[config.mk]
export PLATFORM = sky130hd
export DESIGN_NAME = port_egress
export DESIGN_NICKNAME = d
export VERILOG_FILES = /design/src/verilog/pkt_pkg.sv /design/src/verilog/port_egress.sv
export VERILOG_INCLUDE_DIRS = /design/src /design/src/verilog
export SDC_FILE = /design/constraint.sdc
export NUM_CORES = 1
export LEC_CHECK = 0
export ABC_AREA = 1
export ABC_CLOCK_PERIOD_IN_PS = 13650
export BUFFER_PORTS_ARGS = -buffer_cell sky130_fd_sc_hd__buf_2
export CAP_MARGIN = 5
export CORE_MARGIN = 2
export CORE_UTILIZATION = 45
export CTS_BUF_LIST = sky130_fd_sc_hd__clkbuf_2 sky130_fd_sc_hd__clkbuf_4 sky130_fd_sc_hd__clkbuf_8
export DETAILED_ROUTE_END_ITERATION = 16
export HOLD_SLACK_MARGIN = 0.15
export PLACE_DENSITY = 0.65
export SYNTH_ARGS = -nofsm -noshare
export SYNTH_HDL_FRONTEND = slang
export SYNTH_SLANG_ARGS = --single-unit
[constraint.sdc]
create_clock -name clk -period 13.65 [get_ports clk]
set_input_delay 2.0475 -clock clk [delete_from_list [all_inputs] [get_ports clk]]
set_output_delay 2.0475 -clock clk [all_outputs]
set_load 0.05 [all_outputs]
[src/verilog/switch_params.svh]
`ifndef SWITCH_PARAMS_SVH
`define SWITCH_PARAMS_SVH

// switch geometry

// ingress and egress port count
`define NUM_PORTS 4

// words held by one page of the shared memory
`define PAGE_WORDS 8

// pages in the shared page memory
`define NUM_PAGES 32

// half-word width on the ports
`define WORD_W 16

// longest packet a source may send, in words
`define MAX_PKT_WORDS 32

`endif

[src/verilog/pkt_pkg.sv]
`include "switch_params.svh"

// types seen on the port side of the switch
package pkt_pkg;

    // one half-word on the wire
    typedef logic [`WORD_W-1:0] word_t;

    // port number, also the routing field of the header word
    typedef logic [$clog2(`NUM_PORTS)-1:0] port_id_t;

    // valid words in a page, 1 to 8
    typedef logic [$clog2(`PAGE_WORDS):0] word_cnt_t;

    // one page as it moves between ports and the page memory
    typedef struct packed {
        word_t [`PAGE_WORDS-1:0] words;
        word_cnt_t               cnt;
        logic                    sop;   // first page of its packet
        logic                    eop;   // last page of its packet
        port_id_t                dest;
    } page_data_t;

endpackage

[src/verilog/port_egress.sv]
`timescale 1ns/1ns
`include "switch_params.svh"

// streams pages of one output queue, with one page prefetched
module port_egress (
    input  logic                clk,
    input  logic                reset,
    output logic                rd_req,
    input  logic                rd_ack,
    input  pkt_pkg::page_data_t rd_page,
    input  logic                ready,
    output logic                rd_sop,
    output logic                rd_eop,
    output logic                rd_vld,
    output pkt_pkg::word_t      rd_data
);

    localparam int IDX_W = $clog2(`PAGE_WORDS);

    pkt_pkg::page_data_t cur;
    pkt_pkg::page_data_t pf;
    logic                pf_valid;
    logic [IDX_W-1:0]    idx;
    logic                last_word;
    logic                move;
    logic                got;

    assign last_word = (pkt_pkg::word_cnt_t'(idx) + 1'b1 == cur.cnt);
    assign move      = rd_vld && ready;
    assign got       = rd_req && rd_ack;

    assign rd_data = cur.words[idx];
    assign rd_sop  = rd_vld && cur.sop && (idx == '0);
    assign rd_eop  = rd_vld && cur.eop && last_word;

    always_ff @(posedge clk) begin
        if (reset) begin
            rd_vld   <= 1'b0;
            rd_req   <= 1'b0;
            pf_valid <= 1'b0;
            idx      <= '0;
        end else begin
            if (move) begin
                if (last_word) begin
                    // prefetched page follows without a gap
                    idx      <= '0;
                    rd_vld   <= pf_valid;
                    pf_valid <= 1'b0;
                end else begin
                    idx <= idx + 1'b1;
                end
            end
            if (got) begin
                rd_req <= 1'b0;
                if (!rd_vld || (move && last_word)) begin
                    rd_vld <= 1'b1;
                    idx    <= '0;
                end else begin
                    pf_valid <= 1'b1;
                end
            end else if (!rd_req && !rd_ack && !pf_valid) begin
                rd_req <= 1'b1;
            end
        end
    end

    // page registers
    always_ff @(posedge clk) begin
        if (move && last_word && pf_valid) begin
            cur <= pf;
        end
        if (got) begin
            if (!rd_vld || (move && last_word)) begin
                cur <= rd_page;
            end else begin
                pf <= rd_page;
            end
        end
    end

endmodule

* Word level (Yosys, flattened, before mapping)
Index checks and enable logic that the tools add are counted.
Storage, ports and cells: flip-flop bits (word level) 278, bits of input ports 140, output and inout bits 20, word-level logic and storage cells 68
Cells by class: $add $sub $neg 2, magnitude comparators 1, equal/unequal tests 1, multiplexer cells 17, bitwise logic cells 1, reductions and logical operators 18
Operator list (count):
- two-way mux 136 bit | 3
- binary-select mux 16 bit (select 3 bit) | 1
- two-way mux 16 bit | 1
- two-way mux 3 bit | 4
- logical AND 1 bit | 10
- two-way mux 1 bit | 8
- adder 3 x 1 -> 4 bit, second input constant | 1
- equality test 4 bit | 1
- logical NOT 1 bit | 4
- less-than comparator 3 x 4 -> 1 bit, second input constant | 1
- adder 3 x 1 -> 3 bit, second input constant | 1
- logical NOT 3 bit | 1
- AND reduction 2 bit | 1
- OR reduction 2 bit | 1
- logical OR 1 bit | 1
- NOT 1 bit | 1

* Depth between registers and ports, before layout
word-level depth 7, mapped depth 17, depth with buffers taken out 13

* Least setup slack after synthesis
Ideal clock, no wire load.
path type input-to-reg, start point in ready, end point reg pf[100] (netlist name), enable pin, setup time 0.631 ns, arrival 8.050 ns, setup slack 4.969 ns, stages on the path 5, path through nand2_1 inv_1 nand3_1 nand2_1 nor2_1
On the way: cells in the longest elaborated chain, start to end 5
Ends and longest elaborated chain:
- from (decl) | RTL line port_egress.sv:11 | input logic ready,
- logical AND 1 bit | RTL line port_egress.sv:29 | assign move = rd_vld && ready;
- logical AND 1 bit | RTL line port_egress.sv:73 | if (!rd_vld || (move && last_word)) begin
- logical OR 1 bit | RTL line port_egress.sv:73
- NOT 1 bit (no source line)
- AND reduction 2 bit (no source line)
- to (signal assigned) | RTL line port_egress.sv:76 | pf <= rd_page;
- to (decl) | RTL line port_egress.sv:21 | pkt_pkg::page_data_t pf;
No other way between the ends. A chain may end at the register's enable or synchronous reset.

* Final worst setup path
start point reg idx[0], end point out rd_eop
On the way: cells in the longest elaborated chain, start to end 3
Ends and longest elaborated chain:
- from (decl) | RTL line port_egress.sv:23 | logic [IDX_W-1:0] idx;
- from (signal assigned) | RTL line port_egress.sv:50 | idx <= idx + 1'b1;
- adder 3 x 1 -> 4 bit | RTL line port_egress.sv:28 | assign last_word = (pkt_pkg::word_cnt_t'(idx) + 1'b1 == cur.cnt);
- equality test 4 bit | RTL line port_egress.sv:28
- logical AND 1 bit | RTL line port_egress.sv:34 | assign rd_eop = rd_vld && cur.eop && last_word;
- to (decl) | RTL line port_egress.sv:13 | output logic rd_eop,
No other way between the ends.

==> metrics.txt <==
# TYPE chip_impl_metric gauge
chip_impl_info{name="timing.critical_path.cells",value="buf_4 > inv_2 > ha_1 > inv_1 > nand2_1 > nand2_1 > nand3_1 > nor2_4 > inv_1 > nor3_1 > buf_2"} 1
chip_impl_metric{name="std_cell_rows",unit=""} 61
chip_impl_metric{name="finalCriticalPeriod",unit="ps"} 6380
chip_impl_metric{name="tns",unit="ps"} 0
chip_impl_metric{name="syn_avg_cell_area",unit="um^2"} 8.01
chip_impl_info{name="tritoncts_clock_tree",value="done"} 1
chip_impl_info{name="leading_cell_type_in_the_layout_fill_and_taps_excluded",value="sky130_fd_sc_hd__nand2_1"} 1
chip_impl_info{name="path_class",value="reg -> out"} 1
chip_impl_info{name="rsz0062_at_grt",value="false"} 1
chip_impl_metric{name="critical_path_arrival",unit="ps"} 4330
chip_impl_metric{name="insertion_delay",unit="ps"} 550
chip_impl_metric{name="initial_utilization",unit="%"} 45.5
chip_impl_metric{name="cts-hold-fix-buffers",unit=""} 0
chip_impl_metric{name="avgRoutedWirePerCell",unit="um"} 16.9
chip_impl_metric{name="cpPeakStageDelay",unit="ps"} 860
chip_impl_info{name="worstSetupEndpointType",value="output pin"} 1
chip_impl_info{name="outcome",value="completed"} 1
chip_impl_metric{name="finClkSkew",unit="ps"} 15.5
chip_impl_metric{name="flops_latches_synth",unit=""} 274
chip_impl_metric{name="place_congestion",unit=""} 0.865
chip_impl_info{name="synth_top_cells_by_area",value="sky130_fd_sc_hd__edfxtp_1 32%, sky130_fd_sc_hd__dfxtp_1 22%, sky130_fd_sc_hd__nand2_1 13%"} 1
chip_impl_metric{name="clkSinkCount",unit=""} 274
chip_impl_metric{name="drive_gt1_share",unit="%"} 15.4
chip_impl_metric{name="layoutNonFillerInstCount",unit=""} 2090
chip_impl_metric{name="post_cts_buffers",unit=""} 0
chip_impl_metric{name="wl",unit="um"} 35400
chip_impl_metric{name="num_vias",unit=""} 10700
chip_impl_info{name="timing.rr.start",value="idx[0]"} 1
chip_impl_metric{name="post-route-drc-count",unit=""} 0
chip_impl_metric{name="antenna_violating_nets_post_route",unit=""} 0
chip_impl_metric{name="boundaryPins",unit=""} 160
chip_impl_metric{name="max_clock_freq",unit="MHz"} 157
chip_impl_info{name="post_synthesis_cell_type_with_the_largest_combined_area",value="sky130_fd_sc_hd__edfxtp_1"} 1
chip_impl_metric{name="setup_failing_eps_final",unit=""} 0
chip_impl_metric{name="postCtsResizedCells",unit=""} 0
chip_impl_info{name="clock-root-buffer",value="sky130_fd_sc_hd__clkbuf_8"} 1
chip_impl_info{name="min-delay-path-class",value="reg -> reg"} 1
chip_impl_metric{name="synthesis.area",unit="um^2"} 12600
chip_impl_metric{name="antenna_found_initial",unit=""} 2
chip_impl_metric{name="pin_count_of_the_biggest_net_entering_global_routing",unit=""} 98
chip_impl_metric{name="numPlacedInstances",unit=""} 2003
chip_impl_metric{name="fin_ws",unit="ps"} 7270
chip_impl_metric{name="clkTransAtPathRegs",unit="ps"} 60
chip_impl_metric{name="drt_iter0_markers",unit=""} 1006
chip_impl_metric{name="via_count_of_the_first_global_routing_pass",unit=""} 9836
chip_impl_metric{name="overflow_left_after_global_routing",unit=""} 0
chip_impl_metric{name="grt_util_all_layers",unit="%"} 23.9
chip_impl_info{name="worst_path_max_delay_cell",value="sky130_fd_sc_hd__nor2_4"} 1
chip_impl_metric{name="synth_fp_nets",unit=""} 1710
chip_impl_metric{name="routed_via_density",unit=""} 5.13
chip_impl_metric{name="synth_top_area_share",unit="%"} 32.0
chip_impl_metric{name="syn_to_final_growth",unit="%"} 14.9
chip_impl_metric{name="timing_max_transition_violations_final",unit=""} 0
chip_impl_metric{name="post-dp-hpwl",unit="um"} 21000
chip_impl_metric{name="max-clock-path-buffers",unit=""} 3
chip_impl_metric{name="static_leakage",unit="nW"} 7.09
chip_impl_info{name="startpoint",value="idx[0]"} 1
chip_impl_metric{name="first_pass_iters",unit=""} 7
chip_impl_info{name="critical_path.startpoint_type",value="register"} 1
chip_impl_metric{name="timing.max_cap.violations",unit=""} 0
chip_impl_metric{name="hold-worst-slack",unit="ps"} 502
chip_impl_metric{name="final_net_count",unit=""} 1815
chip_impl_metric{name="die_height",unit="um"} 171
chip_impl_info{name="commonest_non_fill_non_tap_cells_in_the_layout",value="443 x sky130_fd_sc_hd__nand2_1, 278 x sky130_fd_sc_hd__inv_1, 157 x sky130_fd_sc_hd__buf_2"} 1
chip_impl_metric{name="die_area",unit="um^2"} 29300
chip_impl_metric{name="timing.critical_path.fanout_max",unit=""} 70
chip_impl_metric{name="postSynthCellCount",unit=""} 1568
chip_impl_info{name="worstHoldStart",value="rd_req"} 1
chip_impl_info{name="timing.critical_path.max_delay_family",value="buffers and inverters"} 1
chip_impl_metric{name="die-width",unit="um"} 171
chip_impl_metric{name="placeableCoreArea",unit="um^2"} 27600
chip_impl_metric{name="grt_first_pass_wirelength",unit="um"} 54700
chip_impl_metric{name="peakVddDrop",unit="V"} 0.0000942
chip_impl_metric{name="timing_hold_violations_final",unit=""} 0
chip_impl_metric{name="cts-htree-levels",unit=""} 2
chip_impl_metric{name="worst_slew_margin_relative_to_its_limit",unit="%"} 24.0
chip_impl_metric{name="transition_time_at_the_pin_with_the_least_slew_margin",unit="ps"} 1140
chip_impl_metric{name="power-per-cell-area",unit="nW/um^2"} 145
chip_impl_metric{name="io_buffers",unit=""} 157
chip_impl_metric{name="cp_num_buf_inv",unit=""} 5
chip_impl_metric{name="ys_seq_area_share",unit="%"} 54.4
chip_impl_metric{name="synth_warnings",unit=""} 0
chip_impl_metric{name="cp.required",unit="ps"} 11600
chip_impl_metric{name="detailedPlace.worstSlack",unit="ps"} 7810
chip_impl_metric{name="cts_buffers",unit=""} 46
chip_impl_metric{name="ratio_of_final_minimum_period_to_clock_period",unit="%"} 46.7
chip_impl_metric{name="synthDistinctLibCells",unit=""} 23
## registers in the layout (all words and copies together) (netlist names)
| name | count |
|---|---|
| pf | 134 |
| cur | 134 |
| rd_vld | 1 |
| rd_req | 1 |
| pf_valid | 1 |
| idx | 3 |
## cell usage after synthesis
master,instances
sky130_fd_sc_hd__buf_6,6
sky130_fd_sc_hd__a21oi_1,67
sky130_fd_sc_hd__o21ai_0,64
sky130_fd_sc_hd__buf_1,5
sky130_fd_sc_hd__ha_1,2
sky130_fd_sc_hd__nand4_1,135
sky130_fd_sc_hd__nand2_1,443
sky130_fd_sc_hd__nor3_1,3
sky130_fd_sc_hd__nand2_4,1
sky130_fd_sc_hd__nand3_2,1
sky130_fd_sc_hd__nor2_1,25
sky130_fd_sc_hd__buf_2,38
sky130_fd_sc_hd__inv_2,2
sky130_fd_sc_hd__buf_4,6
sky130_fd_sc_hd__inv_4,1
sky130_fd_sc_hd__clkinv_1,1
sky130_fd_sc_hd__edfxtp_1,134
sky130_fd_sc_hd__nor2_2,1
sky130_fd_sc_hd__clkbuf_1,56
sky130_fd_sc_hd__inv_1,279
sky130_fd_sc_hd__a31oi_1,16
sky130_fd_sc_hd__nand3_1,142
sky130_fd_sc_hd__dfxtp_1,140
## report_power, final
group / switching (mW) / total, mW / internal [mW]
sequential: 0.0331 / 0.980 / 0.947
combinational: 0.220 / 0.322 / 0.102
clock: 0.325 / 0.788 / 0.463
## path summary, 6_finish.rpt
path / to / slack, ps / cells after the start
max reg2reg: cur[12] / 8430 / 13
min reg2reg: rd_req / 500 / 2
max: rd_eop / 7270 / 11
min: rd_req / 500 / 2
## cells by family (layout without fill, tap and decap cells)
kind of cell / Yosys count / count (layout) / synth area share (%)
AND/OR/NAND/NOR: 751 / 751 / 26.7
other: 0 / 1 / 0
flip-flops: 274 / 274 / 54.4
buffers and inverters: 394 / 537 / 12.7
AO/OA/AOI/OAI: 147 / 147 / 6.02
adder cells (fa/ha/maj): 2 / 2 / 0.199
## stage by stage
stage	power (mW)	util (%)	instance area, um^2
final	2.09	52.2	14400
after detailed placement	1.32	48.5	13400
after floorplan	1.22	-	12600
after global routing	2.19	52.2	14400
after global placement	1.31	48.5	13400
after CTS	2.11	52.2	14400
## tightest hold or removal path: cells and delay by family, from the launching register on
kind | cells | cell delay, ps
flops | 1 | 320
simple gates | 2 | 140
## metal layers
metal / part of all wire [%] / vias up / GRT usage [%]
met5: 0.031 / - / 0
met4: 2.6 / 2 / 7.15
met3: 8.0 / 67 / 4.51
met2: 46 / 410 / 37.5
met1: 44 / 4947 / 33.7
li1: - / 5287 / -
## cell type report
class / instances / area [um^2]
fill: 2746 / 13200
clock buffer: 84 / 1020
tap: 378 / 473
inverter: 283 / 1070
timing repair buffer: 168 / 868
antenna: 1 / 2.50
sequential: 274 / 6830
multi-input combinational: 900 / 4160
clock inverter: 2 / 8.76
Note: power is estimated with default switching activity, not from simulation.
