--- config.mk ---
export PLATFORM = sky130hd
export DESIGN_NAME = page_arbiter
export DESIGN_NICKNAME = d
export VERILOG_FILES = /design/src/verilog/pkt_pkg.sv /design/src/verilog/mem_pkg.sv /design/src/verilog/page_arbiter.sv
export VERILOG_INCLUDE_DIRS = /design/src /design/src/verilog
export SDC_FILE = /design/constraint.sdc
export NUM_CORES = 2
export LEC_CHECK = 0
export CAP_MARGIN = 25
export CORE_MARGIN = 2
export CORE_UTILIZATION = 45
export DETAILED_ROUTE_END_ITERATION = 12
export DONT_BUFFER_PORTS = 1
export PLACE_DENSITY = 0.64
export SETUP_SLACK_MARGIN = 0.3
export SLEW_MARGIN = 20
export SYNTH_ARGS = -nofsm -noshare
export SYNTH_HDL_FRONTEND = slang
export SYNTH_MEMORY_MAX_BITS = 65536
export SYNTH_SLANG_ARGS = --single-unit
--- constraint.sdc ---
create_clock -name clk -period 8.4 [get_ports clk]
set_input_delay 1.68 -clock clk [delete_from_list [all_inputs] [get_ports clk]]
set_output_delay 1.68 -clock clk [all_outputs]
set_load 0.02 [all_outputs]
--- src/verilog/switch_params.svh ---
`ifndef SWITCH_PARAMS_SVH
`define SWITCH_PARAMS_SVH

// switch geometry

// ingress and egress port count
`define NUM_PORTS 4

// words held by one page of the shared memory
`define PAGE_WORDS 8

// pages in the shared page memory
`define NUM_PAGES 32

// half-word width on the ports
`define WORD_W 16

// longest packet a source may send, in words
`define MAX_PKT_WORDS 32

`endif

--- src/verilog/pkt_pkg.sv ---
`include "switch_params.svh"

// types seen on the port side of the switch
package pkt_pkg;

    // one half-word on the wire
    typedef logic [`WORD_W-1:0] word_t;

    // port number, also the routing field of the header word
    typedef logic [$clog2(`NUM_PORTS)-1:0] port_id_t;

    // valid words in a page, 1 to 8
    typedef logic [$clog2(`PAGE_WORDS):0] word_cnt_t;

    // one page as it moves between ports and the page memory
    typedef struct packed {
        word_t [`PAGE_WORDS-1:0] words;
        word_cnt_t               cnt;
        logic                    sop;   // first page of its packet
        logic                    eop;   // last page of its packet
        port_id_t                dest;
    } page_data_t;

endpackage

--- src/verilog/mem_pkg.sv ---
`include "switch_params.svh"

// types of the shared storage and its control
package mem_pkg;

    // index into the page memory
    typedef logic [$clog2(`NUM_PAGES)-1:0] page_addr_t;

    // request to the page manager
    typedef enum logic [1:0] {
        PM_NONE,
        PM_APPEND,
        PM_POP
    } pm_op_e;

    // arbiter FSM
    typedef enum logic [1:0] {
        ARB_IDLE,
        ARB_SERVE,
        ARB_ACK
    } arb_state_e;

endpackage

--- src/verilog/page_arbiter.sv ---
`timescale 1ns/1ns
`include "switch_params.svh"

// round-robin arbiter over ingress writers and egress readers
module page_arbiter (
    input  logic                                 clk,
    input  logic                                 reset,
    input  logic [`NUM_PORTS-1:0]                wr_req,
    input  pkt_pkg::page_data_t [`NUM_PORTS-1:0] wr_page,
    output logic [`NUM_PORTS-1:0]                wr_ack,
    input  logic [`NUM_PORTS-1:0]                rd_req,
    output logic [`NUM_PORTS-1:0]                rd_ack,
    output pkt_pkg::page_data_t                  rd_page,
    output mem_pkg::pm_op_e                      pm_op,
    output pkt_pkg::port_id_t                    pm_src,
    output pkt_pkg::port_id_t                    pm_dest,
    output logic                                 pm_eop,
    output mem_pkg::page_addr_t                  pm_return,
    input  mem_pkg::page_addr_t                  alloc_page,
    input  mem_pkg::page_addr_t                  head_page,
    input  logic                                 free_avail,
    input  logic [`NUM_PORTS-1:0]                queue_ready
);

    localparam int SLOTS  = 2 * `NUM_PORTS;
    localparam int SLOT_W = $clog2(SLOTS);

    typedef logic [SLOT_W-1:0] slot_t;

    pkt_pkg::page_data_t page_mem [`NUM_PAGES];
    mem_pkg::arb_state_e state;
    slot_t               rr_ptr;
    slot_t               sel;
    slot_t               pick;
    logic                found;
    logic [SLOTS-1:0]    eligible;
    logic                sel_rd;
    pkt_pkg::port_id_t   sel_port;
    logic                sel_req;

    // writes in slots 0..3, reads in slots 4..7
    assign eligible = {rd_req & queue_ready, wr_req & {`NUM_PORTS{free_avail}}};
    assign sel_rd   = sel[SLOT_W-1];
    assign sel_port = sel[SLOT_W-2:0];
    assign sel_req  = sel_rd ? rd_req[sel_port] : wr_req[sel_port];

    always_comb begin
        slot_t idx;
        found = 1'b0;
        pick  = rr_ptr;
        for (int i = 0; i < SLOTS; i++) begin
            idx = rr_ptr + slot_t'(i);
            if (!found && eligible[idx]) begin
                found = 1'b1;
                pick  = idx;
            end
        end
    end

    // page manager moves in the same edge as the memory access
    assign pm_op     = (state != mem_pkg::ARB_SERVE) ? mem_pkg::PM_NONE :
                       sel_rd ? mem_pkg::PM_POP : mem_pkg::PM_APPEND;
    assign pm_src    = sel_port;
    assign pm_dest   = sel_rd ? sel_port : wr_page[sel_port].dest;
    assign pm_eop    = wr_page[sel_port].eop;
    assign pm_return = head_page;

    always_ff @(posedge clk) begin
        if (reset) begin
            state  <= mem_pkg::ARB_IDLE;
            rr_ptr <= '0;
            sel    <= '0;
            wr_ack <= '0;
            rd_ack <= '0;
        end else begin
            case (state)
                mem_pkg::ARB_IDLE: begin
                    if (found) begin
                        sel    <= pick;
                        rr_ptr <= pick + 1'b1;
                        state  <= mem_pkg::ARB_SERVE;
                    end
                end
                mem_pkg::ARB_SERVE: begin
                    if (sel_rd) begin
                        rd_ack[sel_port] <= 1'b1;
                    end else begin
                        wr_ack[sel_port] <= 1'b1;
                    end
                    state <= mem_pkg::ARB_ACK;
                end
                mem_pkg::ARB_ACK: begin
                    if (!sel_req) begin
                        wr_ack <= '0;
                        rd_ack <= '0;
                        state  <= mem_pkg::ARB_IDLE;
                    end
                end
                default: state <= mem_pkg::ARB_IDLE;
            endcase
        end
    end

    // shared page memory, read data held through the ack
    always_ff @(posedge clk) begin
        if (state == mem_pkg::ARB_SERVE) begin
            if (sel_rd) begin
                rd_page <= page_mem[head_page];
            end else begin
                page_mem[alloc_page] <= wr_page[sel_port];
            end
        end
    end

endmodule

# Yosys cells after proc, flatten, opt, wreduce, memory -nomap -nowiden
# Memory sizes are Yosys's and may differ from the RTL's. A register that Yosys moved wholly into a read port is not among the register bits.
# Index checks and enable logic that the tools add are counted.
dict set report totals {
  wordCells 111
  memories 1
  ram_bits 4352
  ff_bits 16
}
dict set report op_classes {
  order_cmp 10
  bitwise 4
  muxes 54
  n_reduce_logical 22
  eq_ne 7
  addsub 8
}
# name words word_bits rd rd_clocked_by_memory_dff write_ports line_no
set mem_list {}
lappend mem_list {page_mem 32 136 1 1 1 page_arbiter.sv:30} ;# pkt_pkg::page_data_t page_mem [`NUM_PAGES];
# op n
set op_table {}
lappend op_table {{$bmux 136 s2} 1}
lappend op_table {{$mux 136} 1}
lappend op_table {{$lt 3x4->1 const B} 8}
lappend op_table {{$bmux 1 s3} 8}
lappend op_table {{$mux 1} 23}
lappend op_table {{$mux 3} 7}
lappend op_table {{$pmux 4 s2} 2}
lappend op_table {{$add 3x3->3 const B} 4}
lappend op_table {{$mux 4} 3}
lappend op_table {{$mux 2} 5}
lappend op_table {{$and 4x4->4} 2}
lappend op_table {{$logic_and 1x1->1} 8}
lappend op_table {{$ne 2x2->1 const B} 4}
lappend op_table {{$or 4x4->4} 2}
lappend op_table {{$logic_not 1->1} 7}
lappend op_table {{$add 3x1->3 const B} 2}
lappend op_table {{$add 3x2->3 const B} 2}
lappend op_table {{$pmux 2 s3} 1}
lappend op_table {{$reduce_and 2->1} 3}
lappend op_table {{$reduce_and 3->1} 2}
lappend op_table {{$bmux 1 s2} 2}
lappend op_table {{$lt 2x3->1 const B} 1}
lappend op_table {{$demux 1 s2} 1}
lappend op_table {{$eq 2x1->1 const B} 1}
lappend op_table {{5 further kinds} 5}

# Depth between registers and ports, before layout
dict set report logic_depth {
  word_depth 27
  ltp_mapped 14
  mapped_depth_nobuf 13
}

# Least setup slack after synthesis
# Ideal clock, no wire load.
dict set report synth_path {
  kind {input -> register}
  from {input port alloc_page[1]}
  to {memory page_mem[12][0] (netlist bit), enable pin}
  arrival_time_ns 7.896
  path_slack_ns -0.130
  cell_stages 3
  cell_sequence {or3_1 -> clkbuf_1 -> nor2_1}
}
# item line_no
set synth_rtl {}
lappend synth_rtl {{start, declared} page_arbiter.sv:19} ;# input mem_pkg::page_addr_t alloc_page,
lappend synth_rtl {{end, declared} page_arbiter.sv:30}
# Straight into the memory's write port.

# Worst setup path in the final report
dict set report layout_path {
  from {register sel[0]}
  to {output port pm_dest[1]}
}
dict set report layout_via {
  elab_chain_len 3
}
# item line_no
set layout_lines {}
lappend layout_lines {{start, declared} page_arbiter.sv:33} ;# slot_t sel;
lappend layout_lines {{start signal, assigned} page_arbiter.sv:79} ;# sel <= pick;
lappend layout_lines {{$bmux 136 s2} page_arbiter.sv:64} ;# assign pm_dest = sel_rd ? sel_port : wr_page[sel_port].dest;
lappend layout_lines {{$mux 136} --}
lappend layout_lines {{$mux 2} page_arbiter.sv:64}
lappend layout_lines {{end, declared} page_arbiter.sv:16} ;# output pkt_pkg::port_id_t pm_dest,
# Every way passes these cells. The select of a mux whose other input is x is not followed.

==> results.md <==
- Rel. slew slack: -3.23%
- Final global-route overflow total: 0
- Fraction of the cycle the final worst path needs: 61.5%
- Peak fanout along the critical path: 34
- Global-route wire length before repair: 614 mm
- Max Slew Vio Count: 24
- DRC violations left: 0
- Non-filler instance count after layout: 12.4k
- Clock slew at reported path FFs: 60 ps
- Clock tree sinks: 4504
- Actual transition at the worst max-transition pin: 1550 ps
- Worst Reg-to-Reg Cells: 7
- Final setup violating endpoints: 0
- TritonCTS clock tree: built
- Type of the worst setup path: register to output port
- Standard cell core area: 0.383 mm2
- NumNets Final: 7513
- Hold path startpoint: state[0]
- Met3 track demand over resource in global routing: 4.52%
- Insertion delay of the later-clocked pin in the worst-skew pair: 1030 ps
- Outcome: finished, violations left
- Post-synthesis instance total: 6716
- Final hold viol count: 0
- Violation count after the first detailed-routing iteration: 10.2k
- Number of instances resized during post-cts repair: 0
- 1st-pass router iterations: 5
- Floorplan row count: 227
- Worst min-delay path category: register to register
- Warnings from Yosys: 0
- Number of placed instances, taps included: 11.5k
- Number of fill cells: 29.0k
- Initial Util: 45.2%
- Register bit count reported by yosys: 4504
- Post-detailed-placement half-perimeter wirelength: 208 mm
- DP Worst Slack: 1890 ps
- Area taken by flip-flops and latches: 0.135 mm2
- Clock period minus worst slack: 5160 ps
- Initial antenna violation count: 32
- Num CTS Buffers: 444
- Mean routed wirelength per cell: 36.1 um
- Global-route met1 utilization: 31.5%
- Max cap viols: 0
- Share of cells above drive strength 1: 33.5%
- Via count: 78.1k
- Horiz. Die Dim: 624 um
- Cts-stage hold buffer count: 0
- I/O pin count: 725
- Reg-to-Reg End: page_mem[23][42]
- Static power due to leakage: 58.8 nW
- Cell at the root of the clock tree: sky130_fd_sc_hd__clkbuf_16
- Leading cell type in the layout, fill and taps excluded: sky130_fd_sc_hd__edfxtp_1
- Number of buffers inserted by port buffering: 0
- Failing checks: slew limit
- Largest net degree at the start of global routing: 274
- Final setup skew: 90.2 ps
- Netlist area before placement: 0.173 mm2
- DIE HEIGHT: 624 um
- Gpl congestion: 0.746
- Hold endpoint: state[1]
- EDFF count, synth: 4488
- Wire length reported by the detailed router: 446 mm
- Setup repair after global routing missed its margin: no
- Most instantiated flip-flop cell in the synthesis netlist: sky130_fd_sc_hd__edfxtp_1
- Buffer count from post-CTS setup fixing: 0
- Global router's overall resource usage: 22.6%
- Global Route met2 Usage: 37.0%
- Number of cells on the worst hold path: 2
- Drt via density: 6.32
- Vias in the first global route: 80.0k
- Number of distinct library cells after synthesis: 56
- Die area: 0.390 mm2
- Number of H-tree levels: 5
- Data arrival time of the worst path: 3480 ps
- Most frequent cells in the layout: 4488 x sky130_fd_sc_hd__edfxtp_1, 1504 x sky130_fd_sc_hd__mux4_2, 447 x sky130_fd_sc_hd__clkbuf_16, 142 x sky130_fd_sc_hd__mux2_2, 109 x sky130_fd_sc_hd__clkinv_1
- Worst setup slack after layout: 3240 ps
- Async SR Flop Fraction: 0%
- Area added between synthesis and finish: 12.3%
- Clock buffer depth: 4
- Detail Route Antenna Nets: 0
- Critical path capture point type: output port
- Area of the multi-input gates: 0.0369 mm2
- Most heavily used metal layer in global routing: met2
- Source of the worst register-to-register timing path: state[0]
- Sequential share of the synthesized area: 78.0%
- Power density over the cells: 264 mW/mm2
- Critical path required time: 6720 ps
- Register-to-register path setup slack: 4140 ps
- Number of nets produced by synthesis: 7288
- VDD IR max: 0.182 mV
- Syn Area/Cell: 25.8 um2
- CP startpoint kind: register
- Maximum achievable frequency: 194 MHz
## state kept, by name, summed over array words and instances, names as in the netlist
name,cells
state,2
rr_ptr,3
rd_ack,4
sel,3
wr_ack,4
rd_page,136
page_mem,4352
## cell type report
| cell class | instances | share of cell area [%] |
|---|---|---|
| timing repair buffer | 145 | 1.16 |
| sequential | 4504 | 69.4 |
| tap | 5038 | 3.24 |
| clock buffer | 531 | 5.91 |
| inverter | 7 | 0.0135 |
| clock inverter | 270 | 1.26 |
| antenna | 27 | 0.0347 |
| multi-input combinational | 1839 | 19.0 |
## where the power goes
group | switching [mW] | internal, mW
Clock | 8.42 | 10.8
Combinational | 3.31 | 1.46
Sequential | 0.259 | 27.0
## per-stage QoR
| stage | total power, mW | util (%) | hold WS (ps) | setup TNS [ps] | instance area (um2) |
|---|---|---|---|---|---|
| 3_5_place_dp | 32.5 | 47.1 | 483 | 0 | 180000 |
| 2_1_floorplan | 30.8 | - | 467 | -171170 | 173000 |
| 6_report | 51.3 | 50.8 | 501 | 0 | 195000 |
| 5_1_grt | 52.9 | 50.8 | 518 | 0 | 195000 |
| 3_3_place_gp | 32.2 | 47.0 | 481 | 0 | 180000 |
| 4_1_cts | 51.5 | 50.7 | 498 | 0 | 194000 |
## cell usage after synthesis (all sizes together), types with 4 or more instances
cell	instances	share of area [%]
edfxtp	4488	78
mux4	1504	20
clkbuf	263	0.57
mux2	142	0.92
buf	103	0.27
nor2	54	0.12
nand2	20	0.045
dfxtp	16	0.18
a21oi	13	0.038
o21ai	13	0.038
nand3	10	0.029
mux2i	8	0.046
and2	7	0.027
inv	6	0.013
nor2b	6	0.022
nand2b	5	0.018
nand3b	4	0.017
o21a	4	0.017
o31ai	4	0.025
## worst max-delay path, cell delays in order (launching register included)
cell	delay [ps]
sky130_fd_sc_hd__dfxtp_4	710
sky130_fd_sc_hd__buf_4	400
sky130_fd_sc_hd__mux4_2	870
sky130_fd_sc_hd__mux2_2	460
## kinds of logic after synthesis
logic type	after synthesis	synth area share, %
AO/OA/AOI/OAI	60	0.257
AND/OR/NAND/NOR	119	0.330
multiplexers	1654	20.5
adder cells (fa/ha/maj)	3	0.0217
buffers and inverters	373	0.850
XOR/XNOR	3	0.0195
flip-flops	4504	78.0
## worst max path at each step
stage / from / to / depth (start not counted)
2_1_floorplan: alloc_page[1] / page_mem[12][0] / 3
3_3_place_gp: head_page[0] / rd_page[71] / 7
3_5_place_dp: head_page[0] / rd_page[40] / 7
4_1_cts: head_page[0] / rd_page[40] / 7
5_1_grt: head_page[0] / rd_page[40] / 8
6_report: sel[0] / pm_dest[1] / 3
## layer usage
layer  routed length (um)  share of wire [%]  vias up
li1                     -                  -    30100
met1               177000                 40    43400
met2               219000                 49     3950
met3                39800                8.9      593
met4                10200                2.3       12
met5                   66              0.015        -
Power figures use the tool's default switching activity.
