### config.mk
export PLATFORM = sky130hd
export DESIGN_NAME = port_ingress
export DESIGN_NICKNAME = d
export VERILOG_FILES = /design/src/verilog/pkt_pkg.sv /design/src/verilog/port_ingress.sv
export VERILOG_INCLUDE_DIRS = /design/src /design/src/verilog
export SDC_FILE = /design/constraint.sdc
export NUM_CORES = 1
export LEC_CHECK = 0
export ABC_AREA = 1
export BUFFER_PORTS_ARGS = -buffer_cell sky130_fd_sc_hd__buf_2
export CELL_PAD_IN_SITES_DETAIL_PLACEMENT = 1
export CELL_PAD_IN_SITES_GLOBAL_PLACEMENT = 2
export CORE_MARGIN = 10
export CORE_UTILIZATION = 34
export DETAILED_ROUTE_END_ITERATION = 10
export GPL_TIMING_DRIVEN = 0
export PLACE_DENSITY = 0.87
export RECOVER_POWER = 100
export SYNTH_ARGS = -nofsm -noshare
export SYNTH_HDL_FRONTEND = slang
export SYNTH_SLANG_ARGS = --single-unit
### constraint.sdc
create_clock -name clk -period 2.32 [get_ports clk]
set_input_delay 0.464 -clock clk [delete_from_list [all_inputs] [get_ports clk]]
set_output_delay 0.464 -clock clk [all_outputs]
set_load 0.05 [all_outputs]
### src/verilog/switch_params.svh
`ifndef SWITCH_PARAMS_SVH
`define SWITCH_PARAMS_SVH

// switch geometry

// ingress and egress port count
`define NUM_PORTS 4

// words held by one page of the shared memory
`define PAGE_WORDS 8

// pages in the shared page memory
`define NUM_PAGES 32

// half-word width on the ports
`define WORD_W 16

// longest packet a source may send, in words
`define MAX_PKT_WORDS 32

`endif

### src/verilog/pkt_pkg.sv
`include "switch_params.svh"

// types seen on the port side of the switch
package pkt_pkg;

    // one half-word on the wire
    typedef logic [`WORD_W-1:0] word_t;

    // port number, also the routing field of the header word
    typedef logic [$clog2(`NUM_PORTS)-1:0] port_id_t;

    // valid words in a page, 1 to 8
    typedef logic [$clog2(`PAGE_WORDS):0] word_cnt_t;

    // one page as it moves between ports and the page memory
    typedef struct packed {
        word_t [`PAGE_WORDS-1:0] words;
        word_cnt_t               cnt;
        logic                    sop;   // first page of its packet
        logic                    eop;   // last page of its packet
        port_id_t                dest;
    } page_data_t;

endpackage

### src/verilog/port_ingress.sv
`timescale 1ns/1ns
`include "switch_params.svh"

// collects words of one input port into pages and hands them to the arbiter
module port_ingress (
    input  logic                clk,
    input  logic                reset,
    input  logic                wr_sop,
    input  logic                wr_eop,
    input  logic                wr_vld,
    input  pkt_pkg::word_t      wr_data,
    output logic                full,
    output logic                wr_req,
    output pkt_pkg::page_data_t wr_page,
    input  logic                wr_ack
);

    localparam int IDX_W  = $clog2(`PAGE_WORDS);
    localparam int DEST_W = $bits(pkt_pkg::port_id_t);

    pkt_pkg::word_t [`PAGE_WORDS-1:0] words;
    pkt_pkg::word_cnt_t               cnt;
    pkt_pkg::port_id_t                dest;
    logic                             page_sop;
    logic                             page_eop;
    logic                             accept;
    logic                             page_done;

    assign accept = wr_vld && !full;

    // page closes on its 8th word or on the packet end
    assign page_done = accept &&
                       (wr_eop || cnt == pkt_pkg::word_cnt_t'(`PAGE_WORDS - 1));

    // handshake and fill count
    always_ff @(posedge clk) begin
        if (reset) begin
            full   <= 1'b0;
            wr_req <= 1'b0;
            cnt    <= '0;
        end else begin
            if (accept) begin
                cnt <= cnt + 1'b1;
            end
            if (page_done) begin
                full   <= 1'b1;
                wr_req <= 1'b1;
            end
            if (wr_req && wr_ack) begin
                wr_req <= 1'b0;
                cnt    <= '0;
            end else if (full && !wr_req && !wr_ack) begin
                // ack has fallen, buffer free again
                full <= 1'b0;
            end
        end
    end

    // page payload
    always_ff @(posedge clk) begin
        if (accept) begin
            words[cnt[IDX_W-1:0]] <= wr_data;
            page_eop              <= wr_eop;
            if (cnt == '0) begin
                page_sop <= wr_sop;
            end
            // header word carries the route
            if (wr_sop) begin
                dest <= wr_data[DEST_W-1:0];
            end
        end
    end

    always_comb begin
        wr_page.words = words;
        wr_page.cnt   = cnt;
        wr_page.sop   = page_sop;
        wr_page.eop   = page_eop;
        wr_page.dest  = dest;
    end

endmodule

---- After elaboration in Yosys (flattened, before gate mapping) ----
Cells that the tools add are included.
cells by class
  add/sub/neg operators ................... 1
  order comparisons ....................... 2
  equality and inequality tests ........... 1
  mux-type cells .......................... 6
  reduce and logical (&&, ||, !) cells .... 14
operator list
  cell                   count
  $bwmux W128            1
  $demux W16 S3          1
  $mux W16               1
  $logic_and A1 B1 Y1    6
  $add A4 B1 Y4 const B  1
  $eq A4 B3 Y1 const B   1
  $logic_not A4 Y1       1
  $lt A3 B4 Y1 const B   1
  $reduce_and A2 Y1      2
  $ge A3 B1 Y1 const B   1
  $logic_not A1 Y1       3
  $mux W1                3
  $reduce_or A2 Y1       1
  $logic_or A1 B1 Y1     1
storage, ports and cells
  bits in registers ....................... 138

---- Logic depth before layout (Yosys ltp) ----
Gate-level depths: netlist of the first run.
  depth after elaboration ................. 6
  mapped depth ............................ 6

---- Least setup slack after synthesis of the first run ----
No wires, ideal clock.
  path kind ............................... register -> register
  from .................................... reg, netlist name cnt[0]
  to ...................................... reg words (netlist bit wr_page[100]), enable pin
  library setup time ...................... 388 ps
  arrival ................................. 1747 ps
  slack ................................... 185 ps
  cell stages (with the launch flop) ...... 5
  buffers on the path ..................... 0
  cells stage by stage .................... dfxtp_1 inv_1 nor2_1 inv_1 nor2_1
RTL lines
  what                             line                source
  to (signal, indexed assignment)  port_ingress.sv:62  words[cnt[IDX_W-1:0]] <= wr_data;
  to (decl)                        port_ingress.sv:21  pkt_pkg::word_t [`PAGE_WORDS-1:0] words;

---- Worst setup path in the final report of the first run ----
  from .................................... reg full
  to ...................................... reg words (netlist bit wr_page[87]), enable pin
between the ends
  longest elaborated chain between the ends .. 2
RTL lines
  what                    line                source
  from (decl)             port_ingress.sv:12  output logic full,
  from (signal assigned)  port_ingress.sv:38  full <= 1'b0;
  from (signal assigned)  port_ingress.sv:46  full <= 1'b1;
  from (signal assigned)  port_ingress.sv:54  full <= 1'b0;
  $logic_not A1 Y1        port_ingress.sv:29  assign accept = wr_vld && !full;
  $logic_and A1 B1 Y1     port_ingress.sv:29
  net accept              port_ingress.sv:26  logic accept;
The timed path passes the listed nets, and every way through them passes these cells.
A chain may end at the register's enable or synchronous reset.

==> results.md, run 1 <==
- Outcome: complete, no violations
- Area grow syn2layout: 32.8%
- Rel. slew slack: 0.149
- Clock Root Buffer: clkbuf_16
- Starting density of the core: 0.347
- Worst path top cell family by delay: simple AND/OR/NAND/NOR gates
- CP Max Fanout: 11
- Sequential share of the synthesized area: 0.936
- Worst slew pin tran: 1.28 ns
- Synthesized Nets: 217
- CP cell instances: nor2_1 -> nand2_4 -> nor2_1 -> buf_8
- PD cells: 975 nW/µm²
- GR Util All Layers: 0.133
- R2R Setup Slk: 0.30 ns
- Crit path launch type: register
- Slew Viols, Final: 0
- Core area: 12,600 µm²
- Global-route wire length before repair: 17,400 µm
- Synth warn: 0
- Routed vias/inst: 4.31
- Total power: approximately 5.6 mW
- Share of the synthesized area in the top cell type: 0.909
- CTS resizes: 0
- Vias in the first global route: 2,757
- CP Data Required Time: 2.44 ns
- Drt initial violations: between 100 and 150
- Mean Syn Cell Area: between 20 and 25 µm²
- Worst-path clk slew: 0.06 ns
- Worst vdd ir: 0.318 mV
- I/O Pins: 160
- Count leader, synth: edfxtp_1
- Hold-fix buffers, CTS: 0
- Post-synth EDFFs: approximately 130
- Die area: approximately 18,000 µm²
- Drt drc: 0
- Fin nets: 402
- CTS H-tree lvls: 4
- Clock latency on the worst-skew pair: 0.41 ns
- Largest net degree at the start of global routing: 19
- Predominant post-synthesis flop cell: edfxtp_1
- CP Capture Type: register
- Grt ovf: 0
- CTS tree: done
- CP peak stage delay: 0.61 ns
- Antenna diode count: 0
- P_int: approximately 4.3 mW
- Top cells by area, synth: edfxtp_1, dfxtp_1, nand2_1
- CTS Buf Count: 17
- Post-route ant nets: 0
- CTS sink count: approximately 140
- Multi-input gate area: 221 µm²
- Post-Syn Area: about 4400 µm²
- RSZ-0062 raised after global routing: false
- Synth Instances: 193
- Worst slack, placed: 0.196 ns
- Die X: ~130 µm
- Clock tree buffer depth: 2
- Buffers on Ports: 159
- Seq pwr share: 0.499
- Via count: 2,426
- Post-DP HPWL: 8860 µm
- Clock skew: 0.00468 ns
- # fillers: between 1,000 and 1,500
- WL final: 11,900 µm
- Combinational group share of total power: 0.065
- Synth area leader: edfxtp_1
- Async SR Flop Fraction: 0
- Tmin final: roughly 2.0 ns
- Tcrit/Tclk final: 0.873
- Post-CTS Setup Bufs: 0
- Commonest cells in the synthesized netlist: edfxtp_1, nand2_1, nor2_1
- Register area: 4080 µm²
- Final Hold Fails: 0
- Synth Register Bits: 138
- Max cap viols: 0
- CP most frequent cell: nor2_1
- NetSw: 1.33 mW
- Routed length per instance: 21.1 µm
- Setup violators final: 0
- Final WS setup: 0.296 ns
- Clock Power Share: 0.436
- Share of cells above drive strength 1: 0.128
- Placer Congestion: 0.731
- Site Rows: 41
- Antenna violations before repair: 0
- Unique masters post-synth: 15
- TritonRoute pass-1 iters: 6
- Die Y: 133 µm
- Hold WC Path Type: in -> reg
- CP Buf/Inv Count: 1
- Worst EP arrival: 2.14 ns
- Switching Share: 0.235
- Leakage power: 1.89 nW
- CP max stage cell: nor2_1
- Crit path kind: reg -> reg
- Hold Worst Slack: 0.258 ns
- Fmax: a little under 500 MHz
final timing paths:
path,startpoint,endpoint,depth (start not counted)
worst min-delay path,wr_sop,page_sop$_DFFE_PP_,1
worst min register to register,wr_req$_SDFFE_PP0P_,wr_req$_SDFFE_PP0P_,2
worst max register to register,full$_SDFF_PP0_,wr_page[87]$_DFFE_PP_,4
worst max-delay path,full$_SDFF_PP0_,wr_page[87]$_DFFE_PP_,4
final cells by class:
cell class                      instances  area share
Buffer                                  2     0.00259
Clock buffer                           18      0.0741
Clock inverter                         14      0.0205
Inverter                               12     0.00777
Multi-Input combinational cell         41      0.0382
Sequential cell                       138       0.705
Tap cell                              172      0.0371
Timing Repair Buffer                  166       0.115
per-layer routing:
layer / global-route usage / part of all wire / routed length (µm) / vias up
met4: 0.0617 / 0.018 / 210 / 0
met3: 0.0560 / 0.062 / 740 / 18
met5: 0 / 0 / 0 / -
li1: - / - / - / 1100
met1: 0.141 / 0.40 / 4780 / 1201
met2: 0.224 / 0.52 / 6140 / 107
cell usage in the layout, fill, tap and decap left out, drive strengths merged:
master	Yosys	final
clkinv	0	6
bufinv	0	1
dfxtp	6	6
buf	2	8
clkinvlp	0	3
edfxtp	132	132
a21oi	6	6
clkbuf	0	178
ha	2	2
nor3	1	1
inv	12	16
o21ai	2	2
nand3	4	4
nand2	13	13
nor2	13	13
stage by stage:
stage	util	instances	TNS, ns	cell area, µm²
finish	0.461	563	0	5790
global placement	0.427	524	-35.66	5370
floorplan	-	193	0	4360
global route	0.461	563	0	5790
CTS	0.482	563	0	6060
detailed placement	0.439	531	0	5510
kinds of logic after synthesis:
kind of cell,share of synthesized area
flip-flops,0.936
AND/OR/NAND/NOR,0.0350
buffers and inverters,0.0138
AO/OA/AOI/OAI,0.00918
adder cells (fa/ha/maj),0.00574
registers in the layout, summed over array words and instances, names as in the netlist:
| register | count |
|---|---|
| page_eop | 1 |
| full | 1 |
| dest | 2 |
| cnt | 4 |
| page_sop | 1 |
| wr_req | 1 |
| wr_page | 128 |
power groups by stage:
stage                     sequential [mW]  combinational, mW  clock, mW
after floorplan                      3.05             0.0684          0
after global routing                 2.82              0.393       2.65
after detailed placement             2.87              0.401          0
after CTS                            2.82              0.400       2.52
final                                2.82              0.366       2.46
after global placement               2.87              0.371          0
Note: power is estimated with default switching activity, not from simulation.
==> inputs of run 2 (changes only) <==
--- a/config.mk
+++ b/config.mk
@@ -10,12 +10,13 @@
 export BUFFER_PORTS_ARGS = -buffer_cell sky130_fd_sc_hd__buf_2
 export CELL_PAD_IN_SITES_DETAIL_PLACEMENT = 1
 export CELL_PAD_IN_SITES_GLOBAL_PLACEMENT = 2
-export CORE_MARGIN = 10
+export CORE_MARGIN = 2
 export CORE_UTILIZATION = 34
 export DETAILED_ROUTE_END_ITERATION = 10
 export GPL_TIMING_DRIVEN = 0
 export PLACE_DENSITY = 0.87
 export RECOVER_POWER = 100
+export REMOVE_ABC_BUFFERS = 1
 export SYNTH_ARGS = -nofsm -noshare
 export SYNTH_HDL_FRONTEND = slang
 export SYNTH_SLANG_ARGS = --single-unit
==> run 2 against run 1 <==
Net effect: sequential share of layout area shrank 0.98 points; flip-flop and latch count is the same; critical path depth is the same; largest cell class unchanged; non-clock buffer count shrank 2; core utilization grew 0.65 points; total power grew 4.3%; clock skew grew 0.0015 ns; highest routed layer unchanged; clock power grew 9.8%; global-route usage grew 2.6 points; design area grew 1.4%.
==> results.md, run 2 (synthesis gave the netlist of run 1 again) <==
- WL final: 10,900 µm (-8.4%)
- Setup violators final: 0 (unchanged)
- Buffers on Ports: 159 (unchanged)
- Routed vias/inst: 4.44 (+3.0%)
- CP max stage cell: nor3_4
- Post-DP HPWL: 7590 µm (-14%)
- Post-CTS Setup Bufs: 0 (unchanged)
- Grt ovf: 0 (unchanged)
- Rel. slew slack: 0.232 (+0.0828)
- Fin nets: 400 (-0.50%)
- Clock latency on the worst-skew pair: 0.41 ns (about the same)
- CTS tree: done
- Final core occ: 0.467 (+0.00647)
- Hold-fix buffers, CTS: 0 (unchanged)
- Hold WC Path Type: in -> reg
- Leakage power: 1.91 nW (+1.3%)
- DP Area: 5490 µm² (-0.34%)
- CP cell instances: nor2_1 -> nand2_1 -> nor3_4 -> buf_8
- P_int: 4.54 mW (+5.0%)
- CP peak stage delay: 0.53 ns (-0.08 ns)
- NetSw: 1.35 mW (+1.8%)
- Outcome: complete, no violations
- Largest net degree at the start of global routing: 19 (unchanged)
- Tmin final: 1.98 ns (-0.0479 ns)
- GR Util All Layers: 0.159 (+0.0258)
- Setup_tns: 0 ns (unchanged)
- Site Rows: 41 (unchanged)
- Seq pwr share: 0.479 (-0.020)
- CTS Buf Count: 17 (unchanged)
- Clock skew: 0.00616 ns (+0.00147 ns)
- Vias in the first global route: 2,533 (-8.1%)
- Worst vdd ir: 0.350 mV (+10%)
- Core area: 12,600 µm² (unchanged)
- Drt drc: 0 (unchanged)
- CTS resizes: 0 (unchanged)
- Commonest non-fill, non-tap cell in the layout: clkbuf_1
- Most frequent cells in the layout: clkbuf_1, edfxtp_1, clkbuf_16, nand2_1, inv_1
- CP Max Fanout: 10 (-1)
- RSZ-0062 raised after global routing: false
- Crit path kind: reg -> reg
- Clock Power Share: 0.459 (+0.023)
- Antenna violations before repair: 0 (unchanged)
- Worst slew pin tran: 1.15 ns (-0.124 ns)
- I/O Pins: 160 (unchanged)
- Worst EP arrival: 2.09 ns (-0.05 ns)
- Placer Congestion: 0.756 (+3.4%)
- Share of cells above drive strength 1: 0.131 (+0.00323)
- Global-route wire length before repair: 15,000 µm (-14%)
- Die X: 117 µm (-12%)
- Final Hold Fails: 0 (unchanged)
- Antenna diode count: 0 (unchanged)
- CP Data Required Time: 2.44 ns (about the same)
- Total power: 5.89 mW (+4.3%)
- Worst-path clk slew: 0.06 ns (about the same)
- Starting density of the core: 0.347 (unchanged)
- Switching Share: 0.229 (-0.00560)
- Routed length per instance: 19.4 µm (-8.0%)
- Slew Viols, Final: 0 (unchanged)
- Drt initial violations: 154 (+13%)
- Area grow syn2layout: 34.7%
- Tcrit/Tclk final: 0.852 (-0.0206)
- TritonRoute pass-1 iters: 4 (-2)
- Max cap viols: 0 (unchanged)
- Via count: 2,489 (+2.6%)
- Combinational group share of total power: 0.062 (-0.003)
- Die area: 13,700 µm² (-23%)
- Clock Root Buffer: clkbuf_16
- Clock tree buffer depth: 2 (unchanged)
- Die Y: 117 µm (-12%)
- Fmax: 506 MHz (+2.4%)
- PD cells: 1000 nW/µm² (+2.8%)
- Number of flip-flops in the largest register: 128 (unchanged)
- Post-route ant nets: 0 (unchanged)
- Final Cell Area: 5880 µm² (+1.4%)
- CTS sink count: 138 (unchanged)
- Crit path launch type: register
- CP Capture Type: register
- CTS H-tree lvls: 4 (unchanged)
-- run 2: critical path, delay by kind of cell (launching register included) --
family | cells | cell delay (ns)
buffers and inverters | 1 | 0.24
DFF | 1 | 0.33
and+or+nand+nor | 3 | 1.09
-- run 2: path summary, 6_finish.rpt --
check | from | endpoint | slack (ns) | cells past startpoint
setup / recovery | full$_SDFF_PP0_ | wr_page[112]$_DFFE_PP_ | 0.34 | 4
hold / removal | wr_eop | page_eop$_DFFE_PP_ | 0.25 | 1
setup reg to reg | full$_SDFF_PP0_ | wr_page[112]$_DFFE_PP_ | 0.34 | 4
hold reg to reg | wr_req$_SDFFE_PP0P_ | wr_req$_SDFFE_PP0P_ | 0.51 | 2
-- run 2: power groups by stage --
| stage | sequential (mW) | clock [mW] | combinational, mW |
|---|---|---|---|
| after floorplan | 3.06 | 0 | 0.0560 |
| after global placement | 2.87 | 0 | 0.364 |
| after detailed placement | 2.87 | 0 | 0.396 |
| after CTS | 2.82 | 2.76 | 0.398 |
| after global routing | 2.83 | 2.86 | 0.390 |
| final | 2.82 | 2.70 | 0.367 |
-- run 2: final cells by class --
class,instances,area [µm²]
tap,172,215
clock inverter,15,174
multi-input combinational,41,216
sequential,138,4080
clock buffer,17,425
inverter,12,45.0
timing repair buffer,166,716
fill,1321,6690
-- run 2: stage by stage --
step           instances  setup slack, ns  hold slack (ns)
6_report             561            0.344            0.250
2_1_floorplan        191            0.185            0.563
3_5_place_dp         529            0.245            0.506
3_3_place_gp         522           -0.483            0.474
5_1_grt              561            0.193            0.225
4_1_cts              561            0.395            0.217
-- run 2: routing by layer --
| metal | global-route usage | wire, µm | share of wire | vias to the layer above |
|---|---|---|---|---|
| li1 | - | - | - | 1103 |
| met1 | 0.189 | 4510 | 0.41 | 1232 |
| met2 | 0.255 | 5320 | 0.49 | 127 |
| met3 | 0.0602 | 799 | 0.073 | 27 |
| met4 | 0.0745 | 247 | 0.023 | 0 |
| met5 | 0 | 0 | 0 | - |
